===== config.mk =====
export PLATFORM = sky130hd
export DESIGN_NAME = sdi_interface_control
export DESIGN_NICKNAME = d
export VERILOG_FILES = /design/src/sdi_link_pkg.sv /design/src/sdi_cmd_pkg.sv /design/src/sdi_baud_timer.sv /design/src/sdi_uart_phy.sv /design/src/sdi_sync_fifo.sv /design/src/sdi_uart_framer.sv /design/src/sdi_port_select.sv /design/src/sdi_interface_control.sv
export VERILOG_INCLUDE_DIRS = /design/src
export SDC_FILE = /design/constraint.sdc
export NUM_CORES = 1
export LEC_CHECK = 0
export ABC_AREA = 1
export ABC_CLOCK_PERIOD_IN_PS = 4100
export BUFFER_PORTS_ARGS = -buffer_cell sky130_fd_sc_hd__buf_2
export CAP_MARGIN = 10
export CORE_MARGIN = 10
export CORE_UTILIZATION = 50
export DETAILED_ROUTE_END_ITERATION = 6
export PLACE_DENSITY = 0.79
export SYNTH_ARGS = -nofsm -noshare
export SYNTH_HDL_FRONTEND = slang
export SYNTH_HIERARCHICAL = 1
export SYNTH_SLANG_ARGS = --single-unit

===== constraint.sdc =====
create_clock -name clock -period 4.1 [get_ports clock]
set_input_delay 0.41 -clock clock [delete_from_list [all_inputs] [get_ports clock]]
set_output_delay 0.41 -clock clock [all_outputs]
set_load 0.05 [all_outputs]

===== src/sdi_consts.svh =====
`ifndef SDI_CONSTS_SVH
`define SDI_CONSTS_SVH

// Clocks per UART bit
`define SDI_BAUD_DIV 16

// Received-byte queue depth
// Holds three full command frames
`define SDI_RX_DEPTH 16

// Response queue depth
// Only one command is ever in flight
`define SDI_RSP_DEPTH 2

// Command frame is cmd byte plus 32-bit word, MSB first
// Response frame is status byte plus 32-bit word
`define SDI_FRAME_BYTES 5

// Status byte codes in the response frame
`define SDI_STATUS_OK 8'h00
`define SDI_STATUS_ERR 8'h01

`endif


===== src/sdi_link_pkg.sv =====
package sdi_link_pkg;

	// One UART character
	typedef logic [7:0] sdi_byte_t;

	// Framer control states
	typedef enum logic [2:0] {
		// Waiting for the first byte of a frame
		fr_idle,
		// Popping the five command bytes
		fr_collect,
		// Request held on the common interface
		fr_issue,
		// Command accepted, response not back yet
		fr_wait_rsp,
		// Serializing status and result word
		fr_send
	} framer_state_t;

	// Shifter states, shared by receiver and transmitter
	typedef enum logic [1:0] {
		phy_idle,
		phy_start,
		phy_data,
		phy_stop
	} phy_state_t;

endpackage


===== src/sdi_cmd_pkg.sv =====
package sdi_cmd_pkg;

	// Command code
	// Bit 7 set makes the target report an error
	typedef logic [7:0] sdi_cmd_t;

	// Command argument and result word
	typedef logic [31:0] sdi_word_t;

	// Response as queued toward the framer
	typedef struct packed {
		// Target flagged the command as failed
		logic error;
		// Result word
		sdi_word_t data;
	} sdi_rsp_t;

	// Status byte width for the serial frame
	localparam int SDI_STATUS_W = 8;

	// Bytes carried by one data word
	localparam int SDI_WORD_BYTES = $bits(sdi_word_t) / 8;

	// Response entry width, error bit plus word
	localparam int SDI_RSP_W = $bits(sdi_rsp_t);

endpackage


===== src/sdi_baud_timer.sv =====
`include "sdi_consts.svh"

module sdi_baud_timer (
	input logic clock,
	input logic reset,
	input logic run,
	output logic sample,
	output logic bit_end
);

	localparam int CW = $clog2(`SDI_BAUD_DIV);
	localparam logic [CW-1:0] LAST = CW'(`SDI_BAUD_DIV - 1);
	localparam logic [CW-1:0] HALF = CW'(`SDI_BAUD_DIV / 2);

	// Position inside the current bit period
	logic [CW-1:0] count;

	always_ff @(posedge clock) begin
		if (reset) begin
			count <= '0;
		end else if (!run) begin
			// Idle shifter keeps the phase at zero
			count <= '0;
		end else if (count == LAST) begin
			count <= '0;
		end else begin
			count <= count + 1'b1;
		end
	end

	// Middle of the bit, where the line is read
	assign sample = run && (count == HALF);

	// Last clock of the bit period
	// Transmitter moves to the next bit here
	assign bit_end = run && (count == LAST);

endmodule


===== src/sdi_uart_phy.sv =====
module sdi_uart_phy
	import sdi_link_pkg::*;
(
	input logic clock,
	input logic reset,
	input logic uart_rxd,
	output logic uart_txd,
	output logic rx_push,
	output sdi_byte_t rx_byte,
	input logic tx_start,
	input sdi_byte_t tx_byte,
	output logic tx_busy
);

	// Receive side
	logic rxd_meta;
	logic rxd_sync;
	phy_state_t rx_state;
	logic [2:0] rx_bits;
	sdi_byte_t rx_shift;
	logic rx_run;
	logic rx_sample;

	// Transmit side
	phy_state_t tx_state;
	logic [2:0] tx_bits;
	sdi_byte_t tx_shift;
	logic tx_run;
	logic tx_bit_end;

	assign rx_run = (rx_state != phy_idle);
	assign tx_run = (tx_state != phy_idle);

	// Receiver only needs mid-bit points
	sdi_baud_timer rx_timer (
		.clock(clock),
		.reset(reset),
		.run(rx_run),
		.sample(rx_sample),
		.bit_end()
	);

	// Transmitter only needs bit boundaries
	sdi_baud_timer tx_timer (
		.clock(clock),
		.reset(reset),
		.run(tx_run),
		.sample(),
		.bit_end(tx_bit_end)
	);

	// Two-flop synchronizer, line idles high
	always_ff @(posedge clock) begin
		if (reset) begin
			rxd_meta <= 1'b1;
			rxd_sync <= 1'b1;
		end else begin
			rxd_meta <= uart_rxd;
			rxd_sync <= rxd_meta;
		end
	end

	always_ff @(posedge clock) begin
		if (reset) begin
			rx_state <= phy_idle;
			rx_bits <= '0;
		end else begin
			case (rx_state)
				phy_idle: begin
					// Falling edge of the start bit
					if (!rxd_sync) begin
						rx_state <= phy_start;
					end
				end
				phy_start: begin
					// Glitch shorter than half a bit goes back to idle
					if (rx_sample) begin
						rx_state <= rxd_sync ? phy_idle : phy_data;
						rx_bits <= '0;
					end
				end
				phy_data: begin
					if (rx_sample) begin
						rx_bits <= rx_bits + 1'b1;
						if (rx_bits == 3'd7) begin
							rx_state <= phy_stop;
						end
					end
				end
				default: begin
					// Back to idle mid stop bit to catch the next start edge
					if (rx_sample) begin
						rx_state <= phy_idle;
					end
				end
			endcase
		end
	end

	// LSB arrives first
	always_ff @(posedge clock) begin
		if (rx_state == phy_data && rx_sample) begin
			rx_shift <= {rxd_sync, rx_shift[7:1]};
		end
	end

	// Framing error drops the byte
	assign rx_push = (rx_state == phy_stop) && rx_sample && rxd_sync;
	assign rx_byte = rx_shift;

	always_ff @(posedge clock) begin
		if (reset) begin
			tx_state <= phy_idle;
			tx_bits <= '0;
		end else begin
			case (tx_state)
				phy_idle: begin
					if (tx_start) begin
						tx_state <= phy_start;
					end
				end
				phy_start: begin
					if (tx_bit_end) begin
						tx_state <= phy_data;
						tx_bits <= '0;
					end
				end
				phy_data: begin
					if (tx_bit_end) begin
						tx_bits <= tx_bits + 1'b1;
						if (tx_bits == 3'd7) begin
							tx_state <= phy_stop;
						end
					end
				end
				default: begin
					if (tx_bit_end) begin
						tx_state <= phy_idle;
					end
				end
			endcase
		end
	end

	// Load on start, shift out one bit per period
	always_ff @(posedge clock) begin
		if (tx_state == phy_idle && tx_start) begin
			tx_shift <= tx_byte;
		end else if (tx_state == phy_data && tx_bit_end) begin
			tx_shift <= {1'b0, tx_shift[7:1]};
		end
	end

	// Idle and stop both drive a mark
	assign uart_txd = (tx_state == phy_start) ? 1'b0 :
		(tx_state == phy_data) ? tx_shift[0] : 1'b1;

	assign tx_busy = tx_run;

endmodule


===== src/sdi_sync_fifo.sv =====
module sdi_sync_fifo #(
	parameter type payload_t = logic [7:0],
	parameter int DEPTH = 4
) (
	input logic clock,
	input logic reset,
	input logic push,
	input payload_t wdata,
	input logic pop,
	output payload_t rdata,
	output logic empty,
	output logic full
);

	localparam int AW = (DEPTH > 1) ? $clog2(DEPTH) : 1;
	localparam int CW = $clog2(DEPTH + 1);
	localparam logic [AW-1:0] LAST = AW'(DEPTH - 1);

	payload_t mem [DEPTH];
	logic [AW-1:0] wr_ptr;
	logic [AW-1:0] rd_ptr;
	logic [CW-1:0] count;
	logic do_push;
	logic do_pop;

	// Overflow and underflow are ignored
	assign do_push = push && !full;
	assign do_pop = pop && !empty;

	always_ff @(posedge clock) begin
		if (reset) begin
			wr_ptr <= '0;
			rd_ptr <= '0;
			count <= '0;
		end else begin
			if (do_push) begin
				wr_ptr <= (wr_ptr == LAST) ? '0 : wr_ptr + 1'b1;
			end
			if (do_pop) begin
				rd_ptr <= (rd_ptr == LAST) ? '0 : rd_ptr + 1'b1;
			end
			// Push and pop together leave the count alone
			if (do_push && !do_pop) begin
				count <= count + 1'b1;
			end else if (do_pop && !do_push) begin
				count <= count - 1'b1;
			end
		end
	end

	always_ff @(posedge clock) begin
		if (do_push) begin
			mem[wr_ptr] <= wdata;
		end
	end

	// Head entry visible without a pop
	assign rdata = mem[rd_ptr];
	assign empty = (count == '0);
	assign full = (count == CW'(DEPTH));

endmodule


===== src/sdi_uart_framer.sv =====
`include "sdi_consts.svh"

module sdi_uart_framer
	import sdi_link_pkg::*;
	import sdi_cmd_pkg::*;
(
	input logic clock,
	input logic reset,
	input logic rx_empty,
	input sdi_byte_t rx_byte,
	output logic rx_pop,
	output logic u_req,
	output sdi_cmd_t u_cmd,
	output sdi_word_t u_data,
	input logic u_busy,
	input logic rsp_empty,
	input sdi_rsp_t rsp,
	output logic rsp_pop,
	output logic tx_start,
	output sdi_byte_t tx_byte,
	input logic tx_busy
);

	localparam logic [2:0] LAST_BYTE = 3'(`SDI_FRAME_BYTES - 1);

	framer_state_t state;
	// Position in the command or response frame
	logic [2:0] byte_idx;
	sdi_cmd_t cmd_reg;
	sdi_word_t data_reg;
	sdi_byte_t status;

	assign rx_pop = (state == fr_collect) && !rx_empty;
	assign u_req = (state == fr_issue);
	assign u_cmd = cmd_reg;
	assign u_data = data_reg;

	// Next byte goes out as soon as the shifter is free
	assign tx_start = (state == fr_send) && !tx_busy;

	// Head response stays in the queue until its last byte starts
	assign rsp_pop = tx_start && (byte_idx == LAST_BYTE);

	assign status = rsp.error ? `SDI_STATUS_ERR : `SDI_STATUS_OK;

	// Status first, then result MSB first
	always_comb begin
		case (byte_idx)
			3'd0: tx_byte = status;
			3'd1: tx_byte = rsp.data[31:24];
			3'd2: tx_byte = rsp.data[23:16];
			3'd3: tx_byte = rsp.data[15:8];
			default: tx_byte = rsp.data[7:0];
		endcase
	end

	always_ff @(posedge clock) begin
		if (reset) begin
			state <= fr_idle;
			byte_idx <= '0;
		end else begin
			case (state)
				fr_idle: begin
					byte_idx <= '0;
					if (!rx_empty) begin
						state <= fr_collect;
					end
				end
				fr_collect: begin
					if (rx_pop) begin
						byte_idx <= byte_idx + 1'b1;
						// Request goes up the cycle after the fifth pop
						if (byte_idx == LAST_BYTE) begin
							state <= fr_issue;
						end
					end
				end
				fr_issue: begin
					// Held until the target takes it
					if (!u_busy) begin
						state <= fr_wait_rsp;
					end
				end
				fr_wait_rsp: begin
					byte_idx <= '0;
					if (!rsp_empty) begin
						state <= fr_send;
					end
				end
				default: begin
					if (tx_start) begin
						byte_idx <= byte_idx + 1'b1;
						if (byte_idx == LAST_BYTE) begin
							state <= fr_idle;
						end
					end
				end
			endcase
		end
	end

	// First byte is the command, the rest fill the word MSB first
	always_ff @(posedge clock) begin
		if (rx_pop) begin
			if (byte_idx == 3'd0) begin
				cmd_reg <= rx_byte;
			end else begin
				data_reg <= {data_reg[23:0], rx_byte};
			end
		end
	end

endmodule


===== src/sdi_port_select.sv =====
module sdi_port_select
	import sdi_cmd_pkg::*;
(
	input logic clock,
	input logic reset,
	// 0 picks UART, 1 picks the parallel port
	input logic if_select,
	input logic u_req,
	input sdi_cmd_t u_cmd,
	input sdi_word_t u_data,
	output logic u_busy,
	output logic rsp_push,
	output sdi_rsp_t rsp_wdata,
	input logic rsp_full,
	input logic para_req,
	output logic para_busy,
	input sdi_cmd_t para_cmd,
	input sdi_word_t para_data,
	output logic para_valid,
	input logic para_resp_busy,
	output logic para_error,
	output sdi_word_t para_rdata,
	output logic com_req,
	input logic com_busy,
	output sdi_cmd_t com_cmd,
	output sdi_word_t com_data,
	input logic com_valid,
	output logic com_resp_busy,
	input logic com_error,
	input sdi_word_t com_rdata
);

	// High when the parallel port holds the interface
	logic owner;
	logic outstanding;
	logic cmd_accept;
	logic rsp_done;
	logic owner_busy;

	assign cmd_accept = com_req && !com_busy;
	assign rsp_done = com_valid && !com_resp_busy;

	always_ff @(posedge clock) begin
		if (reset) begin
			owner <= 1'b0;
			outstanding <= 1'b0;
		end else begin
			// Choice frozen from acceptance until the response is gone
			if (!outstanding && !cmd_accept) begin
				owner <= if_select;
			end
			if (cmd_accept) begin
				outstanding <= 1'b1;
			end else if (rsp_done) begin
				outstanding <= 1'b0;
			end
		end
	end

	// One command in flight, a second request waits
	assign com_req = !outstanding && (owner ? para_req : u_req);
	assign com_cmd = owner ? para_cmd : u_cmd;
	assign com_data = owner ? para_data : u_data;

	// Port without ownership always sees busy
	assign owner_busy = com_busy || outstanding;
	assign para_busy = owner ? owner_busy : 1'b1;
	assign u_busy = owner ? 1'b1 : owner_busy;

	assign para_valid = owner && com_valid;
	assign para_error = com_error;
	assign para_rdata = com_rdata;

	// UART responses land in the queue, full queue stalls the target
	assign rsp_push = !owner && com_valid && !rsp_full;
	assign rsp_wdata = '{error: com_error, data: com_rdata};
	assign com_resp_busy = owner ? para_resp_busy : rsp_full;

endmodule


===== src/sdi_interface_control.sv =====
`include "sdi_consts.svh"

module sdi_interface_control
	import sdi_link_pkg::*;
	import sdi_cmd_pkg::*;
(
	input logic clock,
	input logic reset,
	input logic if_select,
	input logic uart_rxd,
	output logic uart_txd,
	input logic para_req,
	output logic para_busy,
	input sdi_cmd_t para_cmd,
	input sdi_word_t para_data,
	output logic para_valid,
	input logic para_resp_busy,
	output logic para_error,
	output sdi_word_t para_rdata,
	output logic com_req,
	input logic com_busy,
	output sdi_cmd_t com_cmd,
	output sdi_word_t com_data,
	input logic com_valid,
	output logic com_resp_busy,
	input logic com_error,
	input sdi_word_t com_rdata
);

	// PHY to receive queue
	logic rx_push;
	sdi_byte_t rx_byte;

	// Receive queue to framer
	logic rx_pop;
	logic rx_empty;
	sdi_byte_t rx_head;

	// Framer to transmitter
	logic tx_start;
	sdi_byte_t tx_byte;
	logic tx_busy;

	// Framer request toward port select
	logic u_req;
	sdi_cmd_t u_cmd;
	sdi_word_t u_data;
	logic u_busy;

	// Response queue between port select and framer
	logic rsp_push;
	sdi_rsp_t rsp_wdata;
	logic rsp_full;
	logic rsp_pop;
	logic rsp_empty;
	sdi_rsp_t rsp_head;

	sdi_uart_phy u_phy (
		.clock(clock),
		.reset(reset),
		.uart_rxd(uart_rxd),
		.uart_txd(uart_txd),
		.rx_push(rx_push),
		.rx_byte(rx_byte),
		.tx_start(tx_start),
		.tx_byte(tx_byte),
		.tx_busy(tx_busy)
	);

	// Bytes beyond the depth are lost
	sdi_sync_fifo #(
		.payload_t(sdi_byte_t),
		.DEPTH(`SDI_RX_DEPTH)
	) rx_fifo (
		.clock(clock),
		.reset(reset),
		.push(rx_push),
		.wdata(rx_byte),
		.pop(rx_pop),
		.rdata(rx_head),
		.empty(rx_empty),
		.full()
	);

	sdi_sync_fifo #(
		.payload_t(sdi_rsp_t),
		.DEPTH(`SDI_RSP_DEPTH)
	) rsp_fifo (
		.clock(clock),
		.reset(reset),
		.push(rsp_push),
		.wdata(rsp_wdata),
		.pop(rsp_pop),
		.rdata(rsp_head),
		.empty(rsp_empty),
		.full(rsp_full)
	);

	sdi_uart_framer u_framer (
		.clock(clock),
		.reset(reset),
		.rx_empty(rx_empty),
		.rx_byte(rx_head),
		.rx_pop(rx_pop),
		.u_req(u_req),
		.u_cmd(u_cmd),
		.u_data(u_data),
		.u_busy(u_busy),
		.rsp_empty(rsp_empty),
		.rsp(rsp_head),
		.rsp_pop(rsp_pop),
		.tx_start(tx_start),
		.tx_byte(tx_byte),
		.tx_busy(tx_busy)
	);

	sdi_port_select u_select (
		.clock(clock),
		.reset(reset),
		.if_select(if_select),
		.u_req(u_req),
		.u_cmd(u_cmd),
		.u_data(u_data),
		.u_busy(u_busy),
		.rsp_push(rsp_push),
		.rsp_wdata(rsp_wdata),
		.rsp_full(rsp_full),
		.para_req(para_req),
		.para_busy(para_busy),
		.para_cmd(para_cmd),
		.para_data(para_data),
		.para_valid(para_valid),
		.para_resp_busy(para_resp_busy),
		.para_error(para_error),
		.para_rdata(para_rdata),
		.com_req(com_req),
		.com_busy(com_busy),
		.com_cmd(com_cmd),
		.com_data(com_data),
		.com_valid(com_valid),
		.com_resp_busy(com_resp_busy),
		.com_error(com_error),
		.com_rdata(com_rdata)
	);

endmodule


==> impl_metrics.env <==
export IMPL_grt_busiest_layer="met2"
export IMPL_cts_resized=0
export IMPL_start_kind="flip-flop"
export IMPL_r2r_slack_ns=1.01
export IMPL_antenna_found_initial=0
export IMPL_grt_pass1_vias=8743
export IMPL_worstMarginPinSlew_ns=1.054
export IMPL_dieArea_um2=34660
export IMPL_final_period_utilization=0.7542
export IMPL_hold_violations=0
export IMPL_use_met1=0.1998
export IMPL_skew_ns=0.01396
export IMPL_syn_area_per_cell_um2=10.47
export IMPL_syn_area_um2=13810
export IMPL_grtUsageMet2=0.2646
export IMPL_rr_worst_depth=18
export IMPL_io_pin_count=159
export IMPL_syn_inst=1318
export IMPL_dp_slack_ns=1.037
export IMPL_vias_per_cell=5.190
export IMPL_clk_latency_ns=0.55
export IMPL_cts_root_buf="clkbuf_16"
export IMPL_cts_hold_buf=0
export IMPL_drive_gt1_frac=0.2062
export IMPL_seqPwrFrac=0.505
export IMPL_pwr_share_comb=0.065
export IMPL_max_freq_ghz=0.3234
export IMPL_fp_coreArea_um2=27030
export IMPL_r2r_start="u_phy/rx_state[0]"
export IMPL_areaGrowthSynthToFinish_pct=10.97
export IMPL_cts_max_level=1
export IMPL_switching_power_mw=1.436
export IMPL_r2r_end="rx_fifo/count[4]"
export IMPL_ir_drop_mv=0.3426
export IMPL_design_area_um2=15320
export IMPL_setup_viol_count_final=0
export IMPL_slew_violations=0
export IMPL_ant_nets=0
export IMPL_hpwl_um=19370
export IMPL_p_leak_nw=6.332
export IMPL_met3_usage=0.03240
export IMPL_status="complete, no violations"
export IMPL_die_h_um=186.2
export IMPL_num_antenna_cells=0
export IMPL_die_w_um=186.2
export IMPL_finalNonFillerCells=1767
export IMPL_setup_tns_ns=0
export IMPL_p_total_mw=6.639
export IMPL_crit_type="reg2reg"
export IMPL_grtUsageTotal=0.1580
export IMPL_power_switching_share=0.2163
export IMPL_wire_per_inst_um=16.46
export IMPL_cts_sinks=300
export IMPL_grt_max_degree=65
export IMPL_relSlewSlack=0.2963
export IMPL_rsz0062_at_grt="false"
export IMPL_rows=60
export IMPL_final_nets=1512
export IMPL_worstPathArrival_ns=3.53
export IMPL_drt_iter0_markers=853
export IMPL_fin_util=0.5669
export IMPL_clockBufferDepth=3
export IMPL_cp_end_kind="flip-flop"
export IMPL_place_congestion=0.9444
export IMPL_timing_hold_ws_ns=0.05775
export IMPL_cts_setup_buffers=0
export IMPL_final_seq_area_um2=8511
export IMPL_hp_start="uart_rxd"
export IMPL_cts_tree="done"
export IMPL_holdPathStages=2
export IMPL_cp_data_required_time_ns=4.54
export IMPL_setup_ws_ns=1.008
export IMPL_min_path_type="in2reg"
export IMPL_postPlaceCellArea_um2=14250
export IMPL_internal_power_mw=5.203
export IMPL_multi_input_comb_area_um2=4051
export IMPL_cp_slowest_cell="dfxtp_1"
export IMPL_hold_end="u_phy/rxd_meta"
export IMPL_place_inst=1712
export IMPL_p_clk_frac=0.430
export IMPL_grt_overflow_total=0
export IMPL_cp_max_fo=8
export IMPL_path_cells="inv_2, nand2_2, nand2_1, nor3b_1, inv_1, nor3_1, nand2_2, inv_2, ha_1, inv_1, ha_1, inv_1, o21ai_0, nand2_1, nand2_1, nand3_1, nand2_1, inv_1"
export IMPL_critPathMaxStageDelay_ns=0.44
export IMPL_fin_crit_ns=3.092
export IMPL_powerDensity_nw_per_um2=433.3
export IMPL_drc_errors=0
export IMPL_grt_pass1_wl_um=44100
export IMPL_firstDrtPassIters=5
export IMPL_ys_warn_count=6
export IMPL_vias=9170
export IMPL_start_util=0.5108
export IMPL_cts_buffers=29
export IMPL_max_cap_violations=0
export IMPL_routed_wl_um=29090
export IMPL_fillCellCount=2134
export IMPL_synth_nets=1427
export IMPL_clk_pin_slew_ns=0.06
export IMPL_port_buffers=158
## flip-flops by register name, summed over array words and instances (netlist names), 3 cells and up, named ones only
signal / count
rx_fifo/mem: 128
rsp_fifo/mem: 66
u_framer/u_data: 32
u_framer/u_cmd: 8
u_phy/rx_byte: 8
u_phy/tx_shift: 8
rx_fifo/count: 5
rx_fifo/rd_ptr: 4
rx_fifo/wr_ptr: 4
u_phy/rx_timer/count: 4
u_phy/tx_timer/count: 4
u_framer/byte_idx: 3
u_framer/state: 3
u_phy/rx_bits: 3
u_phy/tx_bits: 3
## worst max-delay path, delay by kind of cell (launching register included)
family / cells / cell delay, ns
fa+ha+maj: 2 / 0.55
buf+inv: 6 / 0.53
flops: 1 / 0.44
compound gates: 1 / 0.20
simple gates: 9 / 1.26
## final cells by class
class	instances	share of cell area
well taps	341	0.02785
repair buffers	165	0.05635
inverters	114	0.02793
multi-input cells	793	0.2644
flip-flops and latches	300	0.5555
clock buffers	42	0.05512
clock inverters	12	0.01282
## worst max path at each step
stage / from / endpoint / slack, ns / cells past startpoint
after global routing: u_phy/rx_state[0] / rx_fifo/count[4] / 0.58 / 18
after CTS: u_phy/rx_state[0] / rx_fifo/count[4] / 1.02 / 18
final: u_phy/rx_state[0] / rx_fifo/count[4] / 1.01 / 18
after detailed placement: u_phy/rx_state[1] / rx_fifo/count[4] / 1.04 / 18
after global placement: u_phy/rx_state[1] / rx_fifo/count[4] / 1.15 / 18
after floorplan: rx_fifo/count[0] / u_framer/u_data[0] / 1.13 / 6
## power groups by stage
stage          combinational [mW]  clock, mW  sequential, mW
3_5_place_dp                0.435          0            3.42
4_1_cts                     0.438       2.89            3.35
6_report                    0.434       2.85            3.35
5_1_grt                     0.463       3.03            3.36
3_3_place_gp                0.432          0            3.42
2_1_floorplan               0.355          0            3.42
## cells in the final DEF, fill, tap and decap left out, types with 2 or more instances in the layout
| master | n |
|---|---|
| mux2_2 | 10 |
| dfxtp_2 | 2 |
| clkinv_2 | 3 |
| nand3_1 | 92 |
| clkbuf_1 | 6 |
| nor3_1 | 2 |
| nor2_2 | 6 |
| mux2_4 | 30 |
| buf_4 | 6 |
| clkbuf_16 | 29 |
| edfxtp_1 | 250 |
| ha_1 | 27 |
| nand4_1 | 8 |
| inv_1 | 108 |
| or2_2 | 4 |
| nor2_1 | 103 |
| buf_2 | 158 |
| xor2_1 | 3 |
| o21ai_2 | 4 |
| a21oi_1 | 27 |
| o21ai_1 | 7 |
| o21ai_0 | 19 |
| a221oi_1 | 7 |
| nand2_2 | 13 |
| dfxtp_1 | 48 |
| nand2_1 | 417 |
| inv_2 | 6 |
| nand3_2 | 3 |
| nor2_4 | 3 |
| bufinv_16 | 5 |
| clkbuf_8 | 7 |
## per-layer routing
metal | up-vias | wire length (um)
met2 | 428 | 13870
met5 | - | 0
met4 | 0 | 652
li1 | 4447 | -
met3 | 51 | 2811
met1 | 4244 | 11750
Note: power is estimated with default switching activity, not from simulation.
